File: src/verilog/mem_pkg.sv
`default_nettype none

package mem_pkg;

  // Data path.
  localparam int xlen = 64;

  // Width of the operation code carried from decode.
  localparam int mem_op_len = 4;

  // Data RAM geometry. 1024 doublewords give 8 KiB.
  localparam int ram_addr_width = 10;
  localparam int lanes = 8;  // Bytes per RAM word.

  // Memory operation codes.
  typedef enum logic [mem_op_len-1:0] {
    mem_op_none = 4'd0,
    mem_op_lb   = 4'd1,
    mem_op_lbu  = 4'd2,
    mem_op_lh   = 4'd3,
    mem_op_lhu  = 4'd4,
    mem_op_lw   = 4'd5,
    mem_op_lwu  = 4'd6,
    mem_op_ld   = 4'd7,
    mem_op_sb   = 4'd8,
    mem_op_sh   = 4'd9,
    mem_op_sw   = 4'd10,
    mem_op_sd   = 4'd11
  } mem_op_t;

  // Access size as log2 of the byte count.
  typedef enum logic [1:0] {
    size_byte   = 2'd0,
    size_half   = 2'd1,
    size_word   = 2'd2,
    size_double = 2'd3
  } size_t;

endpackage

`default_nettype wire

File: src/verilog/store_align.sv
`timescale 1ns/1ps
`default_nettype none

module store_align (
  input  logic [mem_pkg::xlen-1:0]  store_data,
  input  mem_pkg::size_t            size,
  input  logic [2:0]                byte_offset,
  output logic [mem_pkg::xlen-1:0]  wdata,
  output logic [mem_pkg::lanes-1:0] wmask
);

  import mem_pkg::*;

  logic [lanes-1:0] base_mask;

  // Copy the low bytes into every lane of their width, so any
  // aligned offset already holds the right bytes.
  always_comb begin
    case (size)
      size_byte:   wdata = {8{store_data[7:0]}};
      size_half:   wdata = {4{store_data[15:0]}};
      size_word:   wdata = {2{store_data[31:0]}};
      default:     wdata = store_data;
    endcase
  end

  always_comb begin
    case (size)
      size_byte:   base_mask = 8'b0000_0001;
      size_half:   base_mask = 8'b0000_0011;
      size_word:   base_mask = 8'b0000_1111;
      default:     base_mask = 8'b1111_1111;
    endcase
  end

  // Mask starts at the addressed lane.
  assign wmask = base_mask << byte_offset;

endmodule

`default_nettype wire

File: config.mk
export PLATFORM = sky130hd
export DESIGN_NAME = store_align
export DESIGN_NICKNAME = d
export VERILOG_FILES = /design/src/verilog/mem_pkg.sv /design/src/verilog/store_align.sv
export SDC_FILE = /design/constraint.sdc
export NUM_CORES = 1
export LEC_CHECK = 0
export ABC_AREA = 1
export BUFFER_PORTS_ARGS = -buffer_cell sky130_fd_sc_hd__buf_4
export CORE_MARGIN = 3
export CORE_UTILIZATION = 35
export DETAILED_ROUTE_END_ITERATION = 10
export GPL_TIMING_DRIVEN = 0
export PLACE_DENSITY = 0.87
export SLEW_MARGIN = 0
export SYNTH_ARGS = -nofsm -noshare
export SYNTH_HDL_FRONTEND = slang
export SYNTH_SLANG_ARGS = --single-unit
File: constraint.sdc
create_clock -name vclk -period 3.8
set_input_delay 1.14 -clock vclk [all_inputs]
set_output_delay 1.14 -clock vclk [all_outputs]
set_load 0.02 [all_outputs]
== After elaboration in Yosys (flattened, before gate mapping) ==
Cells that the tools add are included.
Cells by class
  equal/unequal tests: 2
  shift-type cells: 1
  muxes and demuxes: 2
  reductions and logical operators: 1
Operators by type and width (count)
  $pmux 64 s3: 1
  $pmux 8 s3: 1
  $shl 8x3->8: 1
  $eq 2x1->1 const B: 1
  $eq 2x2->1 const B: 1
  $logic_not 2->1: 1
Storage, ports and cells
  bits in registers: 0
  input bits: 69
  output and inout port bits: 72

== Logic depth before layout (Yosys ltp) ==
  depth in word-level cells: 3
  gate-level depth with buffers: 7
  mapped depth without buffers: 5

== Worst setup path before layout ==
OpenSTA, ideal clock, no wires.
  kind: input to output
  start point: in size[1]
  end point: out wdata[48] (netlist bit)
  arrival time: 1.927 ns
  required time: 2.660 ns
  slack: 0.733 ns
  stages: 4
  path buffers: 2
  path through: buf_4 > buf_2 > nand2_1 > o211ai_1
On the way
  word-level cells in the longest chain between the ends: 2
RTL lines
  from (decl): line store_align.sv:6  | input mem_pkg::size_t size,
  $eq 2x2->1, or another cell as far along: line store_align.sv:19  | case (size)
  $pmux 64 s3 *: line store_align.sv:19
  to (decl): line store_align.sv:8  | output logic [mem_pkg::xlen-1:0] wdata,
Mark *: on every way between the ends. The rest lies on a longest branch, timed or not.

== Final worst setup path ==
  start point: in size[1]
  end point: out wdata[41] (netlist bit)
The elaborated chain is that of the path after synthesis.

==> load_flow_metrics.sql <==
INSERT INTO impl_metrics (metric_group, metric, value, unit) VALUES
('place', 'pre_cts_ws', '0.589', 'ns'),
('timing', 'post-route-period-util', '85.0', '%'),
('critical_path', 'cp_num_buf_inv', '3', ''),
('critical_path', 'critPathTopFamily', 'simple AND/OR/NAND/NOR gates', ''),
('hold_path', 'cell_depth_of_the_worst_hold_path', '4', ''),
('timing', 'postLayoutSetupSlackWorst', '0.572', 'ns'),
('logic_synthesis', 'synth_area_leader_cell', 'sky130_fd_sc_hd__nand2_1', ''),
('clocking', 'postCtsSetupBuffers', '0', ''),
('die', 'pin_count', '141', ''),
('logic_synthesis', 'yosysTopAreaCellShare', '44.6', '%'),
('logic_synthesis', 'post-synth-top-count-cell', 'sky130_fd_sc_hd__nand2_1', ''),
('power_and_ir_drop', 'power.switching_fraction', '54.8', '%'),
('route', 'route.detailed.vias_per_inst', '5.22', ''),
('critical_path', 'path_class', 'in2out', ''),
('logic_synthesis', 'synth.top_cells.by_count', 'sky130_fd_sc_hd__nand2_1, sky130_fd_sc_hd__nand3_1, sky130_fd_sc_hd__buf_4, sky130_fd_sc_hd__nand4_1, sky130_fd_sc_hd__o211ai_1', ''),
('critical_path', 'cpMaxStageDelayCell', 'sky130_fd_sc_hd__nor2_2', ''),
('critical_path', 'signal_arrival_time_at_the_worst_endpoint', '2.09', 'ns'),
('global_routing', 'grt_pass1_wl', '7900', 'microns'),
('timing', 'max_slew.worst_pin.slew', '0.453', 'ns'),
('critical_path', 'timing.critical_path.from', 'size[1]', ''),
('power_and_ir_drop', 'peakVddDrop', '0.142', 'mV'),
('power_and_ir_drop', 'p_switching', '200', 'uW'),
('route', 'drt_iter0_markers', '138', ''),
('die', 'core_area', '2610', 'sq um'),
('timing', 'maxClockFrequency', '0.310', 'GHz'),
('status', 'run_status', 'complete, no violations', ''),
('timing', 'holdWs', '2.57', 'ns'),
('place', 'gp_congestion', '0.829', ''),
('hold_path', 'min_from', 'store_data[37]', ''),
('logic_synthesis', 'synth_area_leaders', 'sky130_fd_sc_hd__nand2_1, sky130_fd_sc_hd__nand3_1, sky130_fd_sc_hd__buf_4, sky130_fd_sc_hd__o211ai_1, sky130_fd_sc_hd__nand4_1', ''),
('global_routing', 'grt_pass1_vias', '1837', ''),
('layout', 'n_antenna_cell', '0', ''),
('power_and_ir_drop', 'p_int', '165', 'uW'),
('global_routing', 'grt_util_all_layers', '27.5', '%'),
('timing', 'total_count_of_hold_check_failures_in_the_final_report', '0', ''),
('layout', 'sequential_cell_area', '0', 'sq um'),
('layout', 'finalInstanceArea', '2090', 'sq um'),
('route', 'first_pass_drt_iterations', '4', ''),
('hold_path', 'hold_path_end', 'wdata[37]', ''),
('power_and_ir_drop', 'cellPowerDensity', '175', 'nW/um^2'),
('power_and_ir_drop', 'overall_power_consumption', '365', 'uW'),
('clocking', 'post_cts.resized_instances', '0', ''),
('route', 'wire_per_inst', '13.8', 'microns'),
('flow_run', 'drv_cap', '0', ''),
('hold_path', 'hp-class', 'in2out', ''),
('logic_synthesis', 'seq_area_frac_synth', '0', '%'),
('global_routing', 'gr-total-overflow', '0', ''),
('logic_synthesis', 'netlist_area_pre_place', '1010', 'sq um'),
('critical_path', 'worst-endpoint-required', '2.66', 'ns'),
('clocking', 'holdBufCountCts', '0', ''),
('critical_path', 'worst_setup_path_start_kind', 'input pin', ''),
('logic_synthesis', 'syn_area_per_cell', '4.59', 'sq um'),
('logic_synthesis', 'ys_warn_count', '0', ''),
('critical_path', 'timing.critical_path.fanout_max', '10', ''),
('place', 'hpwl', '4350', 'microns'),
('power_and_ir_drop', 'share_clk_of_total_power', '0', '%'),
('die', 'dieWidth', '59.7', 'microns'),
('layout', 'layout.nets', '430', ''),
('die', 'die_height', '59.7', 'microns'),
('timing', 'clock_period_minus_worst_slack', '3.23', 'ns'),
('global_routing', 'grt_max_degree', '11', ''),
('timing', 'setup_repair_after_global_routing_missed_its_margin', 'false', ''),
('critical_path', 'crit_path_max_incr_delay', '0.29', 'ns'),
('timing', 'report.final.setup_viol', '0', ''),
('logic_synthesis', 'synthDistinctLibCells', '15', ''),
('power_and_ir_drop', 'power.combinational.fraction', '100.0', '%'),
('die', 'core.rowCount', '18', ''),
('layout', 'seq_cells', '0', ''),
('global_routing', 'grt_antenna_before_repair', '0', ''),
('layout', 'clock_buffers', '0', ''),
('route', 'vias', '2029', '');
per-layer routing:
metal  track usage (%)  share of wire, %  vias up
met2              51.2                49      133
li1                  -                 -      999
met5                 0                 0        -
met3              6.91                14        6
met4              5.38              0.82        0
met1              31.3                35      891
layout make-up:
cell class,instances,area [sq um]
fill,238,522
multi-input combinational,192,841
tap,30,37.5
inverter,7,26.3
timing repair buffer,139,1040
buffer,21,143
metrics by stage:
step	utilization [%]	cells
final	80.0	389
after global routing	80.0	389
after CTS	80.0	389
after detailed placement	80.0	389
after global placement	80.0	389
after floorplan	-	220
how the worst max path moves through the flow:
stage           endpoint  slack (ns)  cells past startpoint
5_1_grt        wdata[41]        0.47                      7
3_5_place_dp   wdata[51]        0.59                      7
2_1_floorplan  wdata[48]        0.73                      4
4_1_cts        wdata[51]        0.58                      7
3_3_place_gp   wdata[44]        0.60                      7
6_report       wdata[41]        0.57                      7
cells in the final DEF (no fill, tap or decap), drive strengths merged:
cell    netlist  routed
buf          19     158
o211ai        8       8
nor2          8       8
o21ai         3       3
a21oi         2       2
nand4         8       8
nand2       120     120
inv           7       7
nand3        42      42
clkbuf        2       2
nor3          1       1
power groups by stage:
stage          combinational (uW)  sequential (uW)  clock [uW]
3_5_place_dp                  364                0           0
5_1_grt                       390                0           0
4_1_cts                       365                0           0
2_1_floorplan                 182                0           0
3_3_place_gp                  361                0           0
6_report                      365                0           0
cells by family after synthesis:
| logic type | count (synthesis) | synth area share, % |
|---|---|---|
| AOI/OAI and AO/OA | 13 | 8.43 |
| buffers and inverters | 28 | 16.7 |
| and+or+nand+nor | 179 | 74.8 |
No activity file was read; power rests on OpenSTA's default activity.
