--- config.mk ---
export PLATFORM = sky130hd
export DESIGN_NAME = load_align
export DESIGN_NICKNAME = d
export VERILOG_FILES = /design/src/verilog/mem_pkg.sv /design/src/verilog/load_align.sv
export SDC_FILE = /design/constraint.sdc
export NUM_CORES = 1
export LEC_CHECK = 0
export ABC_CLOCK_PERIOD_IN_PS = 3200
export BUFFER_PORTS_ARGS = -buffer_cell sky130_fd_sc_hd__buf_4
export CORE_MARGIN = 3
export CORE_UTILIZATION = 30
export CTS_CLUSTER_SIZE = 16
export DETAILED_ROUTE_END_ITERATION = 7
export PLACE_DENSITY_LB_ADDON = 0.1
export SETUP_SLACK_MARGIN = 0.05
export SLEW_MARGIN = 20
export SYNTH_ARGS = -nofsm -noshare
export SYNTH_HDL_FRONTEND = slang
export SYNTH_SLANG_ARGS = --single-unit
--- constraint.sdc ---
create_clock -name clock -period 3.2 [get_ports clock]
set_clock_uncertainty 0.15 [all_clocks]
set_input_delay 0.48 -clock clock [delete_from_list [all_inputs] [get_ports clock]]
set_output_delay 0.48 -clock clock [all_outputs]
set_load 0.02 [all_outputs]
--- src/verilog/mem_pkg.sv ---
`default_nettype none

package mem_pkg;

  // Data path.
  localparam int xlen = 64;

  // Width of the operation code carried from decode.
  localparam int mem_op_len = 4;

  // Data RAM geometry. 1024 doublewords give 8 KiB.
  localparam int ram_addr_width = 10;
  localparam int lanes = 8;  // Bytes per RAM word.

  // Memory operation codes.
  typedef enum logic [mem_op_len-1:0] {
    mem_op_none = 4'd0,
    mem_op_lb   = 4'd1,
    mem_op_lbu  = 4'd2,
    mem_op_lh   = 4'd3,
    mem_op_lhu  = 4'd4,
    mem_op_lw   = 4'd5,
    mem_op_lwu  = 4'd6,
    mem_op_ld   = 4'd7,
    mem_op_sb   = 4'd8,
    mem_op_sh   = 4'd9,
    mem_op_sw   = 4'd10,
    mem_op_sd   = 4'd11
  } mem_op_t;

  // Access size as log2 of the byte count.
  typedef enum logic [1:0] {
    size_byte   = 2'd0,
    size_half   = 2'd1,
    size_word   = 2'd2,
    size_double = 2'd3
  } size_t;

endpackage

`default_nettype wire

--- src/verilog/load_align.sv ---
`timescale 1ns/1ps
`default_nettype none

module load_align (
  input  logic                     clock,
  input  logic                     reset,
  input  logic                     load_start,
  input  mem_pkg::size_t           size,
  input  logic                     is_unsigned,
  input  logic [2:0]               byte_offset,
  input  logic [mem_pkg::xlen-1:0] rdata,
  output logic [mem_pkg::xlen-1:0] load_data,
  output logic                     load_valid
);

  import mem_pkg::*;

  logic            pending;
  size_t           size_q;
  logic            unsigned_q;
  logic [2:0]      offset_q;
  logic [xlen-1:0] shifted;
  logic            sign_bit;
  logic [xlen-1:0] extended;

  always_ff @(posedge clock) begin
    if (reset) begin
      pending <= 1'b0;
    end else begin
      pending <= load_start;
    end
  end

  // Side information follows the RAM read by one cycle.
  always_ff @(posedge clock) begin
    if (load_start) begin
      size_q     <= size;
      unsigned_q <= is_unsigned;
      offset_q   <= byte_offset;
    end
  end

  assign shifted = rdata >> {offset_q, 3'b000};  // Addressed byte to lane 0.

  always_comb begin
    case (size_q)
      size_byte:   sign_bit = shifted[7];
      size_half:   sign_bit = shifted[15];
      size_word:   sign_bit = shifted[31];
      default:     sign_bit = shifted[63];
    endcase
    if (unsigned_q) sign_bit = 1'b0;
  end

  always_comb begin
    case (size_q)
      size_byte:   extended = {{(xlen-8){sign_bit}}, shifted[7:0]};
      size_half:   extended = {{(xlen-16){sign_bit}}, shifted[15:0]};
      size_word:   extended = {{(xlen-32){sign_bit}}, shifted[31:0]};
      default:     extended = shifted;
    endcase
  end

  assign load_data  = pending ? extended : '0;  // Zero when nothing returns.
  assign load_valid = pending;

endmodule

`default_nettype wire

* Word level (Yosys, flattened, before mapping)
Cells that the tools add are included.
** Storage, ports and cells
- Flip-flop bits (word level) :: 7
** Operators by class
- Equality and inequality tests :: 2
- Shift operators :: 1
- Muxes and demuxes :: 4
- Reductions and logical operators :: 1
** Operators by type and width (number)
- $pmux 64 s3 :: 1
- $mux 64 :: 1
- $shr 64x6->64 :: 1
- $eq 2x1->1 const B :: 1
- $eq 2x2->1 const B :: 1
- $logic_not 2->1 :: 1
- $pmux 1 s2 :: 1
- $mux 1 :: 1

* Logic depth before layout (Yosys ltp)
Gate-level depths: netlist (run 1).
- Depth after elaboration :: 5
- Gate-level depth with buffers :: 8
- Gate-level depth less buffers :: 6

* Least setup slack after synthesis (run 1)
Ideal clock, no wire load.
- Path type :: reg2out
- From :: register offset_q[0]
- To :: output port load_data[16] in the netlist's numbering
- Arrival time :: 2.084 ns
- Setup slack :: 0.486 ns
- Cell stages (with the launch flop) :: 7
- Path through :: edfxtp_1 > buf_6 > or3b_2 > o221a_2 > o21ai_1 > o2111ai_2 > o21ai_0
** Between the ends
- Longest elaborated chain between the ends :: 5
** Ends and longest elaborated chain
- from (decl) :: RTL line load_align.sv:21 : logic [2:0] offset_q;
- from (signal assigned) :: RTL line load_align.sv:39 : offset_q <= byte_offset;
- $shr 64x6->64 (*) :: RTL line load_align.sv:43 : assign shifted = rdata >> {offset_q, 3'b000};
- $pmux 1 s2 :: RTL line load_align.sv:46 : case (size_q)
- $mux 1 :: RTL line load_align.sv:52 : if (unsigned_q) sign_bit = 1'b0;
- $pmux 64 s3 (*) :: RTL line load_align.sv:56 : case (size_q)
- $mux 64 (*) :: RTL line load_align.sv:64 : assign load_data = pending ? extended : '0;
- to (decl) :: RTL line load_align.sv:12 : output logic [mem_pkg::xlen-1:0] load_data,
Mark *: on every way between the ends. The rest lies on a longest branch, timed or not.

* Final worst setup path (run 1)
- From :: register offset_q[0]
- To :: output port load_data[47] in the netlist's numbering
The elaborated chain is that of the path after synthesis.

==> results of run 1 <==
==> flip-flops by register name, summed over array words and instances, names as in the netlist <==
name	flops
load_valid	1
unsigned_q	1
size_q	2
offset_q	3
==> per-layer routing <==
| metal | vias to the layer above | GRT usage [%] |
|---|---|---|
| li1 | 1553 | - |
| met1 | 1481 | 34.08 |
| met3 | 14 | 3.589 |
| met4 | 0 | 2.982 |
| met2 | 173 | 30.89 |
| met5 | - | 0 |
==> synthesized netlist by cell type (all sizes together) <==
master and number:
nand2 59, o21ai 42, a21oi 38, mux2i 26
nor2 19, buf 18, mux4 18, a211oi 17
clkbuf 16, nor2b 16, mux2 11, and3 7
inv 7, edfxtp 6, a21boi 5, o32ai 5
ha 4, nand2b 3, o22ai 3, or3 3
a31oi 2, nand3 2, nor3 2, o211ai 2
a2111oi 1, a211o 1, a21o 1, a221oi 1
and2b 1, dfxtp 1, o2111ai 1, o21bai 1
o221a 1, o2bb2ai 1, o31ai 1, or3b 1
==> cells by family after synthesis <==
group           count (synthesis)  share of synthesized area (%)
buf+inv                        41                          7.665
mux                            55                          31.56
flops                           7                          7.964
compound gates                123                          30.51
fa+ha+maj                       4                          1.991
simple gates                  113                          20.31
==> how the worst max path moves through the flow <==
stage                            from             to  slack (ps)  depth (start not counted)
final                     offset_q[0]  load_data[47]         130                          7
after floorplan           offset_q[0]  load_data[16]         490                          6
after CTS                 offset_q[0]  load_data[17]          60                          8
after global routing      offset_q[0]  load_data[20]          20                          7
after global placement    offset_q[0]  load_data[20]         260                          7
after detailed placement  offset_q[0]  load_data[17]         220                          7
==> timing repair <==
item                       in CTS  in global routing
cloned                          0                  0
setup endpoints to repair      13                 46
buffers inserted                3                  4
hold buffers                    0                  0
pin swaps                       1                  2
resized for setup               1                 11
==> layout make-up <==
| type | instances | area [um2] |
|---|---|---|
| repair buffers | 167 | 1277 |
| clock buffers | 4 | 45.04 |
| multi-input cells | 295 | 2180 |
| inverters | 7 | 26.28 |
| well taps | 102 | 127.6 |
| flip-flops and latches | 7 | 200.2 |
| fillers | 850 | 4071 |
==> stage by stage <==
step | setup WS, ps | total power (W) | area [um2]
2_1_floorplan | 486.0 | 0.0004967 | 2514
4_1_cts | 57.36 | 0.0008798 | 3769
3_5_place_dp | 224.1 | 0.0007471 | 3689
3_3_place_gp | 258.4 | 0.0007450 | 3689
5_1_grt | 23.85 | 0.0009618 | 3856
6_report | 134.1 | 0.0009013 | 3856
==> power by group <==
group / internal (W) / switching [W]
Combinational: 0.000301 / 0.000360
Clock: 0.0000859 / 0.0000351
Sequential: 0.000108 / 0.0000118
==> run_results.csv, run 1 <==
group,metric,value,unit
cells_and_area,n_antenna_cell,0,
timing,rsz0062_at_grt,"true",
die,die_w,97.54,um
placement,port_buffers,137,
cells_and_area,drive_gt1_share,44.38,%
route,top_layer_used,"met4",
worst_setup_path,critPathKind,"register to output port",
route,first_pass_iters,5,
clock_network,clk_pin_slew,40,ps
route,viasPerCell,5.534,
die,initial_core_util,31.71,%
cells_and_area,area_growth,53.41,%
global_route,antenna_found_initial,0,
synth,synth_area_leaders,"mux4_2, mux2i_1, nand2_1",
synth,ys_types,46,
clock_network,clock_sinks,7,
route,route.detailed.drc,0,
power,powerDensity,233.7,nW/um2
timing,period_needed,3066,ps
cells_and_area,mostFrequentLayoutCells,"buf_4, nand2_1, a21oi_1",
worst_setup_path,end_kind,"output port",
synth,ys_ff_latch,7,
route,wl_met3,986,um
synth,yosysSeqAreaShare,7.964,%
worst_setup_path,cp_num_buf_inv,2,
route,wl_per_cell,18.72,um
global_route,grt_max_degree,54,
die,die_area,9513,um2
global_route,grt_usage,21.55,%
worst_hold_path,worstHoldStart,"reset",
placement,hpwlAfterDp,8.500,mm
clock_network,cts_tree,"done",
timing,timing.final.crit_share,95.81,%
power,leakagePower,1.691,nW
run_status,status,"complete, no violations",
run,max_cap_violations,0,
worst_setup_path,crit_path_max_fanout,32,
timing,setup_viol,0,
die,pin_count,138,
route,wl_met1,5.179,mm
worst_setup_path,cp.arrival,2440,ps
placement,place_inst,571,
route,vias,3221,
die,die_y,97.54,um
worst_hold_path,holdPathEnd,"load_valid",
worst_setup_path,critPathMaxStageDelay,520,ps
global_route,grt_pass1_wl,16.88,mm
worst_setup_path,path_delay_family,"compound AO/OA/AOI/OAI gates",
die,num_rows,32,
timing,fmax,326.2,MHz
synth,netlist_instances,343,
worst_setup_path,crit_chain,"mux2_4 > a221oi_4 > a2111oi_4 > o211ai_2 > buf_12 > a31oi_1 > buf_4",
clock_network,tritoncts.num_buffers,3,
worst_setup_path,critPathRequiredTime,2570,ps
cells_and_area,finalNonFillerCells,582,
timing,hold_viol,0,
clock_network,clock_path_buffers,2,
timing,setup_tns,0,ps
timing,holdWs,260.5,ps
cells_and_area,utilization,48.64,%
synth,avgSynthCellArea,7.328,um2
placement,routabilityCongestion,0.9280,
route,wl,10.89,mm
route,route.met2.wl,4.570,mm
route,drt_iter0_markers,246,
synth,syn_area,2514,um2
synth,yosys.area.top_type,"mux4_2",
worst_hold_path,worstHoldPathType,"primary input to register",
die,core_area,7928,um2
clock_network,cts_max_level,1,
worst_setup_path,cp_slowest_cell,"edfxtp_1",
synth,synth_top_area_share,16.13,%
global_route,grt-ovfl-total,0,
route,antenna_violating_nets_post_route,0,
clock_network,cts-root-buf,"clkbuf_8",
timing,maxSlewViolCount,0,
timing,tightest_slew,916.5,ps
worst_hold_path,holdPathStages,2,
global_route,grt_pass1_vias,3047,
power,ir_drop,0.0003071,V
timing,slew_headroom,38.90,%
worst_setup_path,start_kind,"register",
cells_and_area,layout_commonest_cell,"buf_4",
synth,synth_nets,420,
cells_and_area,nNetsFinal,558,
synth,synth-warning-count,0,
Power figures use the tool's default switching activity.
==> run 2, diff against run 1 <==
--- a/config.mk
+++ b/config.mk
@@ -7,7 +7,6 @@
 export LEC_CHECK = 0
 export ABC_CLOCK_PERIOD_IN_PS = 3200
 export BUFFER_PORTS_ARGS = -buffer_cell sky130_fd_sc_hd__buf_4
-export CORE_MARGIN = 3
 export CORE_UTILIZATION = 30
 export CTS_CLUSTER_SIZE = 16
 export DETAILED_ROUTE_END_ITERATION = 7
==> run_results.csv, run 2 (synthesis results as in run 1) <==
group,metric,value,unit
route,route.detailed.drc,0,
timing,hold_viol,0,
placement,port_buffers,137,
power,leakagePower,1.679,nW
worst_setup_path,critPathMaxStageDelay,470,ps
global_route,grt_usage,22.68,%
global_route,grt_pass1_wl,15.73,mm
cells_and_area,nNetsFinal,556,
power,combPwrFrac,73.2,%
die,core_area,8175,um2
timing,setup_viol,0,
worst_hold_path,worstHoldPathType,"primary input to register",
die,die_w,93.54,um
cells_and_area,finalNonFillerCells,583,
worst_setup_path,crit_path_max_fanout,29,
worst_setup_path,cp.arrival,2410,ps
route,first_pass_iters,4,
worst_setup_path,end_kind,"output port",
power,powerDensity,229.9,nW/um2
timing,setup_ws,155.1,ps
worst_setup_path,crit_chain,"mux2_4 > a221oi_4 > a2111oi_4 > o211ai_2 > buf_12 > a21oi_1 > buf_4",
cells_and_area,reg_top3,"offset_q: 3 flops, size_q: 2 flops",
timing,fmax,328.4,MHz
power,ir_drop,0.0002475,V
timing,tightest_slew,514.7,ps
power,power_frac_seq,13.1,%
power,power.internal,0.0004861,W
placement,place_inst,578,
run_status,status,"complete, no violations",
timing,setup_tns,0,ps
timing,period_needed,3045,ps
timing,timing.final.crit_share,95.15,%
clock_network,ctsHoldBuffers,0,
cells_and_area,area_growth,51.57,%
clock_network,clk_pin_slew,40,ps
die,die_y,93.54,um
timing,rsz0062_at_grt,"false",
run,max_cap_violations,0,
die,die_area,8749,um2
route,vias,3184,
clock_network,cts-root-buf,"clkbuf_8",
route,antenna_violating_nets_post_route,0,
clock_network,cts_tree,"done",
route,wl_per_cell,17.64,um
worst_setup_path,cp_num_buf_inv,2,
timing,maxSlewViolCount,0,
clock_network,tritoncts.num_buffers,3,
die,initial_core_util,30.75,%
die,pin_count,138,
placement,dpl_worst_slack,244.1,ps
cells_and_area,largest-register,"offset_q",
timing,slew_headroom,65.48,%
cells_and_area,drive_gt1_share,43.51,%
worst_setup_path,cp_slowest_cell,"edfxtp_1",
global_route,grt_pass1_vias,3080,
power,power_switching,0.0003897,W
global_route,grt-ovfl-total,0,
power,power_frac_clock,13.7,%
worst_setup_path,start_kind,"register",
route,drt_iter0_markers,132,
cells_and_area,layout_commonest_cell,"buf_4",
cells_and_area,mostFrequentLayoutCells,"buf_4, nand2_1, a21oi_1",
clock_network,clock_path_buffers,2,
clock_network,clock_sinks,7,
worst_setup_path,path_delay_family,"compound AO/OA/AOI/OAI gates",
cells_and_area,n_antenna_cell,0,
global_route,grt_max_degree,34,
global_route,antenna_found_initial,0,
worst_setup_path,critPathRequiredTime,2570,ps
route,wl,10.28,mm
route,viasPerCell,5.461,
placement,routabilityCongestion,0.9412,
cells_and_area,largest_reg_flops,3,
placement,hpwlAfterDp,7.898,mm
worst_setup_path,critPathKind,"register to output port",
clock_network,cts_max_level,1,
die,num_rows,33,
power,swShare,44.50,%
[run 2: power by group through the flow]
stage	Combinational, W	Sequential [W]	Clock [W]
final	0.000641	0.000114	0.000120
after CTS	0.000633	0.000115	0.000124
after detailed placement	0.000626	0.000116	0
after floorplan	0.000384	0.000113	0
after global routing	0.000693	0.000115	0.000131
after global placement	0.000625	0.000115	0
[run 2: final cells by class]
cell class                      instances  area, um2
Multi-Input combinational cell        295       2152
Sequential cell                         7      200.2
Fill cell                             856       4365
Timing Repair Buffer                  165       1255
Tap cell                              105      131.4
Inverter                                7      26.28
Clock buffer                            4      45.04
[run 2: repair_timing]
item,CTS,global route
resized for setup,2,4
setup buffers,0,1
pin swaps,0,1
setup endpoints to repair,1,32
[run 2: per-stage QoR]
stage | util [%] | total power (W) | hold slack [ps] | area (um2)
floorplan | - | 0.0004967 | 401.6 | 2514
global placement | 45.53 | 0.0007399 | 488.3 | 3722
detailed placement | 45.53 | 0.0007423 | 489.2 | 3722
CTS | 46.28 | 0.0008717 | 253.8 | 3784
global route | 46.60 | 0.0009397 | 253.0 | 3810
finish | 46.60 | 0.0008758 | 257.8 | 3810
[run 2: metal layers]
layer / part of all wire, % / GRT usage [%] / vias up / wire [um]
met5: 0 / 0 / - / 0
met2: 48 / 39.71 / 127 / 4955
li1: - / - / 1550 / -
met1: 44 / 29.91 / 1498 / 4546
met3: 6.6 / 1.951 / 9 / 675
met4: 1.0 / 5.513 / 0 / 105
[run 2: path summary, 6_finish.rpt]
path | startpoint | to | slack [ps] | cells after the start
min | reset | load_valid | 260 | 2
max | offset_q[0] | load_data[54] | 160 | 7
