==> src/verilog/mem_pkg.sv <==
`default_nettype none

package mem_pkg;

  // Data path.
  localparam int xlen = 64;

  // Width of the operation code carried from decode.
  localparam int mem_op_len = 4;

  // Data RAM geometry. 1024 doublewords give 8 KiB.
  localparam int ram_addr_width = 10;
  localparam int lanes = 8;  // Bytes per RAM word.

  // Memory operation codes.
  typedef enum logic [mem_op_len-1:0] {
    mem_op_none = 4'd0,
    mem_op_lb   = 4'd1,
    mem_op_lbu  = 4'd2,
    mem_op_lh   = 4'd3,
    mem_op_lhu  = 4'd4,
    mem_op_lw   = 4'd5,
    mem_op_lwu  = 4'd6,
    mem_op_ld   = 4'd7,
    mem_op_sb   = 4'd8,
    mem_op_sh   = 4'd9,
    mem_op_sw   = 4'd10,
    mem_op_sd   = 4'd11
  } mem_op_t;

  // Access size as log2 of the byte count.
  typedef enum logic [1:0] {
    size_byte   = 2'd0,
    size_half   = 2'd1,
    size_word   = 2'd2,
    size_double = 2'd3
  } size_t;

endpackage

`default_nettype wire

==> src/verilog/mem_op_decode.sv <==
`timescale 1ns/1ps
`default_nettype none

module mem_op_decode (
  input  mem_pkg::mem_op_t mem_op,
  input  logic [2:0]       addr_low,
  output logic             is_load,
  output logic             is_store,
  output logic             is_unsigned,
  output logic             aligned,
  output mem_pkg::size_t   size
);

  import mem_pkg::*;

  always_comb begin
    is_load     = 1'b0;
    is_store    = 1'b0;
    is_unsigned = 1'b0;
    size        = size_byte;

    case (mem_op)
      mem_op_lb: begin
        is_load = 1'b1;
      end
      mem_op_lbu: begin
        is_load     = 1'b1;
        is_unsigned = 1'b1;
      end
      mem_op_lh: begin
        is_load = 1'b1;
        size    = size_half;
      end
      mem_op_lhu: begin
        is_load     = 1'b1;
        is_unsigned = 1'b1;
        size        = size_half;
      end
      mem_op_lw: begin
        is_load = 1'b1;
        size    = size_word;
      end
      mem_op_lwu: begin
        is_load     = 1'b1;
        is_unsigned = 1'b1;
        size        = size_word;
      end
      mem_op_ld: begin
        is_load = 1'b1;
        size    = size_double;
      end
      mem_op_sb: is_store = 1'b1;
      mem_op_sh: begin
        is_store = 1'b1;
        size     = size_half;
      end
      mem_op_sw: begin
        is_store = 1'b1;
        size     = size_word;
      end
      mem_op_sd: begin
        is_store = 1'b1;
        size     = size_double;
      end
      default: ;  // mem_op_none and unused codes do nothing.
    endcase
  end

  // Low address bits below the access size must be zero.
  always_comb begin
    case (size)
      size_byte:   aligned = 1'b1;
      size_half:   aligned = (addr_low[0] == 1'b0);
      size_word:   aligned = (addr_low[1:0] == 2'b00);
      default:     aligned = (addr_low == 3'b000);
    endcase
  end

endmodule

`default_nettype wire

==> config.mk <==
export PLATFORM = sky130hd
export DESIGN_NAME = mem_op_decode
export DESIGN_NICKNAME = d
export VERILOG_FILES = /design/src/verilog/mem_pkg.sv /design/src/verilog/mem_op_decode.sv
export SDC_FILE = /design/constraint.sdc
export NUM_CORES = 1
export LEC_CHECK = 0
export ABC_AREA = 1
export BUFFER_PORTS_ARGS = -buffer_cell sky130_fd_sc_hd__clkbuf_2
export CORE_AREA = 2 2 39 41
export DETAILED_ROUTE_END_ITERATION = 12
export DIE_AREA = 0 0 41 43
export GPL_TIMING_DRIVEN = 0
export SLEW_MARGIN = 20
export SYNTH_ARGS = -nofsm -noshare
export SYNTH_HDL_FRONTEND = slang
export SYNTH_SLANG_ARGS = --single-unit
==> constraint.sdc <==
create_clock -name vclk -period 1
set_input_delay 0.05 -clock vclk [all_inputs]
set_output_delay 0.05 -clock vclk [all_outputs]
set_load 0.03 [all_outputs]
---- Word-level counts from Yosys, hierarchy flattened ----
Index checks and enable logic that the tools add are counted.
storage, ports and cells
  bits in registers ....................... 0
  input bits .............................. 7
  memory bits (read-only) ................. 0
  RAM bits ................................ 0
  output and inout bits ................... 6
  memories ................................ 0
  word-level logic and storage cells ...... 28
  bits in latches ......................... 0
operators by class
  reduce and logical (&&, ||, !) cells .... 9
  add/sub/neg operators ................... 0
  div/mod/pow operators ................... 0
  $mul .................................... 0
  equal/unequal tests ..................... 13
  shifts and indexed selects .............. 0
  order comparisons ....................... 0
  bitwise operators ....................... 1
  multiplexer cells ....................... 5
operators with widths
  cell                                                                    count
  4-bit by 3-bit equality test with 1-bit output (second input constant)  4
  4-bit equality test (second input constant)                             4
  3-bit OR reduction                                                      3
  4-bit by 2-bit equality test with 1-bit output (second input constant)  2
  7-bit OR reduction                                                      1
  2-bit one-hot mux with 3 select lines                                   1
  4-bit by 1-bit equality test with 1-bit output (second input constant)  1
  2-bit logical NOT                                                       2
  4-bit OR reduction                                                      1
  3-bit logical NOT                                                       1
  1-bit two-way mux                                                       3
  1-bit one-hot mux with 3 select lines                                   1
  2-bit by 1-bit equality test with 1-bit output (second input constant)  1
  2-bit equality test (second input constant)                             1
  2-bit OR reduction                                                      1
  1-bit inverter                                                          1

---- Logic depth before layout (Yosys ltp) ----
Gate-level depths: netlist of run 1.
  word-level depth ........................ 5
  mapped depth ............................ 6

---- Least setup slack after synthesis of run 1 ----
Ideal clock, no wire load.
  path type ............................... input to output
  start ................................... input mem_op[1]
  end ..................................... output aligned
  buffers on the path ..................... 0
  stages .................................. 5
  data arrival time ....................... 766 ps
  path slack .............................. 184 ps
  data required time ...................... 950 ps
  cell sequence ........................... inv_1 nand2_1 nand2_1 a21oi_2 a21oi_2
on the way
  cells in the longest elaborated chain, start to end .. 5
ends and longest elaborated chain
  what                                                                       line                 source
  from (decl)                                                                mem_op_decode.sv:5   input mem_pkg::mem_op_t mem_op,
  4-bit equality test (tied with other cells)                                mem_op_decode.sv:22  case (mem_op)
  3-bit OR reduction (no line) / 2-bit OR reduction (equally long branches)  n/a
  2-bit one-hot mux with 3 select lines *                                    mem_op_decode.sv:22
  named net size[0]                                                          mem_op_decode.sv:11  output mem_pkg::size_t size
  2-bit equality test (tied with other cells)                                mem_op_decode.sv:71  case (size)
  1-bit one-hot mux with 3 select lines *                                    mem_op_decode.sv:71
  to (decl)                                                                  mem_op_decode.sv:10  output logic aligned,
The timed path passes the listed nets; every way through them passes the cells marked *.

---- Final worst setup path of run 1 ----
  start ................................... input mem_op[2]
  end ..................................... output aligned
on the way
  cells in the longest elaborated chain, start to end .. 5
ends and longest elaborated chain
  what                                                                       line
  4-bit equality test (tied with other cells)                                mem_op_decode.sv:22
  3-bit OR reduction (no line) / 2-bit OR reduction (equally long branches)  n/a
  2-bit one-hot mux with 3 select lines *                                    mem_op_decode.sv:22
  2-bit equality test (tied with other cells)                                mem_op_decode.sv:71
  1-bit one-hot mux with 3 select lines *                                    mem_op_decode.sv:71
Every way passes the cells marked *; elsewhere a longest branch is shown, timed or not.

==> results of run 1 <==
-- synthesized netlist by cell type --
cell type  instances
a21oi_1            1
a21oi_2            2
inv_1              4
inv_2              2
nand2_1            7
nand2_2            3
nand3_2            1
nor2_1             3
o21ai_0            1
-- cells by family after synthesis --
family / count (synthesis)
AO/OA/AOI/OAI: 4
AND/OR/NAND/NOR: 14
buffers and inverters: 6
-- area by class of cell --
type | instances | area [um^2]
timing repair buffer | 13 | 65.06
multi-input combinational | 18 | 93.84
inverter | 6 | 22.52
fill | 167 | 1182
tap | 16 | 20.02
-- metrics by stage --
stage / cells / setup WS [ns] / utilization, % / area [um^2] / hold slack, ns
finish: 53 / 0.1751 / 14.56 / 201.4 / 0.4415
global route: 53 / 0.06067 / 14.56 / 201.4 / 0.4766
CTS: 53 / 0.1622 / 14.56 / 201.4 / 0.4444
detailed placement: 53 / 0.1650 / 14.56 / 201.4 / 0.4450
global placement: 53 / 0.1701 / 14.56 / 201.4 / 0.4418
floorplan: 24 / 0.1841 / - / 116.4 / 0.2118
-- worst min path at each step --
| stage | depth (start not counted) | start | endpoint |
|---|---|---|---|
| 2_1_floorplan | 1 | mem_op[0] | is_unsigned |
| 3_3_place_gp | 3 | mem_op[0] | is_unsigned |
| 3_5_place_dp | 3 | mem_op[0] | is_unsigned |
| 4_1_cts | 3 | mem_op[0] | is_unsigned |
| 5_1_grt | 3 | mem_op[0] | is_unsigned |
| 6_report | 3 | mem_op[0] | is_unsigned |
-- power by group through the flow --
stage          clock network, W  logic (W)  registers, W
3_3_place_gp                  0   0.000120             0
6_report                      0   0.000119             0
5_1_grt                       0   0.000132             0
3_5_place_dp                  0   0.000121             0
4_1_cts                       0   0.000121             0
2_1_floorplan                 0  0.0000803             0
-- critical path, cell delays in order --
cell,delay [ns]
clkbuf_2,0.12
inv_2,0.04
nand2_2,0.08
nand2_2,0.06
nand2_1,0.08
nor2_1,0.05
a21oi_2,0.09
clkbuf_2,0.21
-- routing by layer --
metal | wire length (um) | part of all wire [%] | up-vias | GRT usage [%]
met4 | 0 | 0 | 0 | 0
met3 | 26 | 8.7 | 0 | 0
met5 | 0 | 0 | - | 0
met1 | 110 | 37 | 74 | 3.797
met2 | 161 | 54 | 6 | 6.250
li1 | - | - | 98 | -
==> run_results.csv, run 1 <==
group,metric,value,unit
clock_tree,post_cts_buffers,0,
timing,min_period_over_period,82.49,%
layout,ff_latch_area,0,um^2
global_route,grt_start_max_net_pins,5,
layout,nets,46,
place,port_buffers,13,
detailed_routing,routedWlPerCell,5.623,um
layout,drive_gt1_share,56.76,%
clock_tree,cts_resized,0,
global_route,grt_pass1_vias,117,
pwr,p_clk_share,0,%
global_route,grt_usage,3.197,%
synthesis,synth_top_family_by_area,"simple AND/OR/NAND/NOR gates",
timing,drv_slew,0,
critical_path,endpoint,"aligned",
global_route,grt_overflow_total,0,
pwr,p_sw_share,67.71,%
detailed_routing,ant_nets,0,
layout,clkbuf_count,0,
die,core_area,0.001384,mm^2
synthesis,synth_area_per_cell,4.848,um^2
layout,area_delta_synth_final,73.12,%
pwr,seq_power_share,0,%
synthesis,yosysTopAreaCell,"nand2_1",
die,die_area,0.001763,mm^2
timing,hold_violations,0,
synthesis,yosysSeqAreaShare,0,%
timing,min_period,0.8249,ns
pwr,irDropWorstVdd,0.00008172,V
detailed_routing,totalWireLength,298,um
critical_path,crit_arrival,0.77,ns
layout,final_common_cell,"clkbuf_2",
timing,fmax,1212,MHz
synthesis,netlist_instances,24,
synthesis,synth_area_leaders,"nand2_1 (23%), nand2_2 (16%), a21oi_2 (15%), inv_1 (13%), nor2_1 (9.7%)",
timing,rsz0062_at_grt,"no",
critical_path,crit_path_max_fanout,4,
synthesis,yosys_warnings,0,
die,io_pins,13,
pwr,cellPowerDensity,591.5,mW/mm^2
die,rows,14,
pwr,p_leak,0.1342,nW
die,initial_core_util,8.409,%
detailed_routing,dr.pass1.iters,2,
critical_path,cp-startpoint,"mem_op[2]",
pwr,power,0.0001192,W
layout,diodes,0,
synthesis,synth_compound_area_share,23.66,%
layout,seq_cell_count,0,
pwr,comb_power_share,100.0,%
die,chipWidth,41,um
critical_path,worst_setup_path_end_kind,"output pin",
flow_run,drv_cap,0,
synthesis,syn_area,116.4,um^2
die,fp.dieH,43,um
detailed_routing,vias,178,
synthesis,synth_mux_area_share,0,%
clock_tree,ctsHoldBuffers,0,
critical_path,worstPathRequired,0.95,ns
place,gp_congestion,0.6228,
hold_path,hold_class,"in2out",
pwr,power.net_switching,0.00008069,W
critical_path,cp-start-kind,"input port",
critical_path,critical_path_class,"in2out",
synthesis,synth_top_area_share,22.58,%
run_status,status,"finished, final reports clean",
synthesis,synthXorXnorAreaFrac,0,%
global_route,antenna_found_initial,0,
detailed_routing,drtIter0Drc,1,
detailed_routing,routed_via_density,3.358,
synthesis,synth_cell_types,9,
global_route,grt_pass1_wl,434,um
timing,finalSetupTns,0,ns
timing,tightest_slew,0.2109,ns
layout,layout_common_cells,"clkbuf_2 (13), nand2_1 (7), inv_1 (4)",
synthesis,syn_nets,31,
synthesis,synth_adder_area_share,0,%
pwr,internal-power,0.00003847,W
synthesis,synthSimpleGateAreaFrac,56.99,%
timing,maxSlewHeadroom,85.79,%
timing,setup_violations,0,
detailed_routing,drc,0,
(Power assumes the default switching activity.)
==> run 2: changes to the inputs <==
==> constraint.sdc (replaced) <==
create_clock -name vclk -period 0.8
set_input_delay 0.04 -clock vclk [all_inputs]
set_output_delay 0.04 -clock vclk [all_outputs]
set_load 0.03 [all_outputs]
==> run 2 against run 1 <==
Cell area up 39%. Sequential share of layout area unchanged. Sequential cell count unchanged. Combinational power up 66%. Routed wire length up 11%. Die area unchanged. Utilization up 5.6 points. Clock-buffer cell count unchanged. Non-clock buffer count up 1. Via count up 6.2%. Critical path type unchanged. Critical endpoint unchanged.
==> run_results.csv, run 2 (synthesized netlist as in run 1, its figures left out) <==
group,metric,value,unit
timing,min_period_over_period,92.83,%
layout,diodes,0,
global_route,grt_pass1_wl,489,um
global_route,grt_start_max_net_pins,5,
global_route,antenna_found_initial,0,
critical_path,cpPeakStageDelay,0.16,ns
pwr,p_leak,0.1618,nW
flow_run,drv_cap,0,
pwr,irDropWorstVdd,0.0001111,V
critical_path,slowest_stage,"clkbuf_8",
critical_path,worstPathRequired,0.76,ns
timing,maxSlewHeadroom,85.27,%
layout,clkbuf_count,0,
timing,tightest_slew,0.2187,ns
timing,min_period,0.7426,ns
detailed_routing,ant_nets,0,
detailed_routing,dr.pass1.iters,1,
critical_path,endpoint,"aligned",
critical_path,cpMostUsedCell,"nand2_4",
critical_path,crit_path_max_fanout,4,
global_route,grt_usage,3.596,%
place,place_area,201.4,um^2
global_route,grt_overflow_total,0,
layout,drive_gt1_share,73.68,%
layout,nets,47,
die,rows,14,
global_route,grt_pass1_vias,139,
detailed_routing,routedWlPerCell,6.130,um
detailed_routing,vias,189,
detailed_routing,drtIter0Drc,0,
timing,fmax,1347,MHz
layout,stdcell_area,279.0,um^2
timing,finalSetupTns,0,ns
critical_path,cp-start-kind,"input port",
timing,drv_slew,0,
layout,layout_common_cells,"clkbuf_2 (9), nand2_2 (4), nand2_1 (3), nand2_4 (3), inv_1 (3)",
critical_path,critical_path_class,"in2out",
layout,final_common_cell,"clkbuf_2",
run_status,status,"finished, final reports clean",
place,port_buffers,13,
timing,setup_violations,0,
layout,ff_latch_area,0,um^2
detailed_routing,totalWireLength,331,um
timing,hold_violations,0,
die,initial_core_util,8.409,%
critical_path,worst_setup_path_end_kind,"output pin",
critical_path,path_cells,"buf_8 -> inv_4 -> nand2_4 -> nand2_4 -> nand3_2 -> nand2_2 -> a21oi_2 -> clkbuf_8",
place,gp_congestion,0.6228,
layout,seq_cell_count,0,
critical_path,cp-startpoint,"mem_op[2]",
timing,timing.hold.ws,0.3796,ns
clock_tree,ctsHoldBuffers,0,
layout,fill_cells,157,
layout,area_delta_synth_final,139.8,%
die,chipWidth,41,um
pwr,cellPowerDensity,709.5,mW/mm^2
detailed_routing,routed_via_density,3.500,
die,fp.dieH,43,um
die,die_area,0.001763,mm^2
hold_path,hold_class,"in2out",
detailed_routing,drc,0,
die,core_area,0.001384,mm^2
die,io_pins,13,
critical_path,crit_arrival,0.70,ns
==> run 2: changes by cell type in the layout (fill, tap and decap cells not counted), sizes merged <==
cell,before,now
buf,0,4
clkbuf,13,10
==> run 2: repair_timing <==
action | 4_1_cts | 5_1_grt
setup buffers | 0 | 1
setup endpoints to repair | 1 | 2
pin swaps | 1 | 8
resized for setup | 3 | 22
==> run 2: routing by layer <==
metal | global-route usage [%] | vias to the layer above | part of all wire, %
met5 | 0 | - | 0
met3 | 0 | 0 | 7.6
met4 | 0 | 0 | 0
met1 | 3.797 | 84 | 30
met2 | 7.500 | 6 | 63
li1 | - | 99 | -
==> run 2: through the flow <==
stage | util [%] | cells | setup WS [ns] | total power (W)
after global placement | 14.56 | 53 | -0.009886 | 0.0001499
after floorplan | - | 24 | 0.004063 | 0.0001004
after detailed placement | 14.56 | 53 | -0.01505 | 0.0001507
after CTS | 15.37 | 53 | 0.007491 | 0.0001623
final | 20.16 | 54 | 0.05739 | 0.0001980
after global routing | 20.16 | 54 | -0.004411 | 0.0002171
==> run 2: area by class of cell <==
class / instances / area [um^2] / share of cell area [%]
well taps: 16 / 20.02 / 7.175
repair buffers: 14 / 107.6 / 38.56
inverters: 6 / 30.03 / 10.76
multi-input cells: 18 / 121.4 / 43.50
==> run 2: how the worst min path moves through the flow <==
stage                    from          end  slack [ns]  cells after the start
floorplan           mem_op[0]  is_unsigned        0.19                      1
global placement    mem_op[0]  is_unsigned        0.42                      3
detailed placement  mem_op[0]  is_unsigned        0.42                      3
CTS                 mem_op[0]  is_unsigned        0.42                      3
global route        mem_op[0]  is_unsigned        0.40                      3
finish              mem_op[0]  is_unsigned        0.38                      3
==> run 2: critical path, delay by kind of cell <==
kind / cells / cell delay [ns]
buf+inv: 3 / 0.28
simple gates: 4 / 0.26
compound gates: 1 / 0.13
==> run 2: power by group <==
part	internal [W]	switching, W	leakage [nW]
clock	0	0	0
sequential	0	0	0
combinational	0.0000813	0.000117	0.162
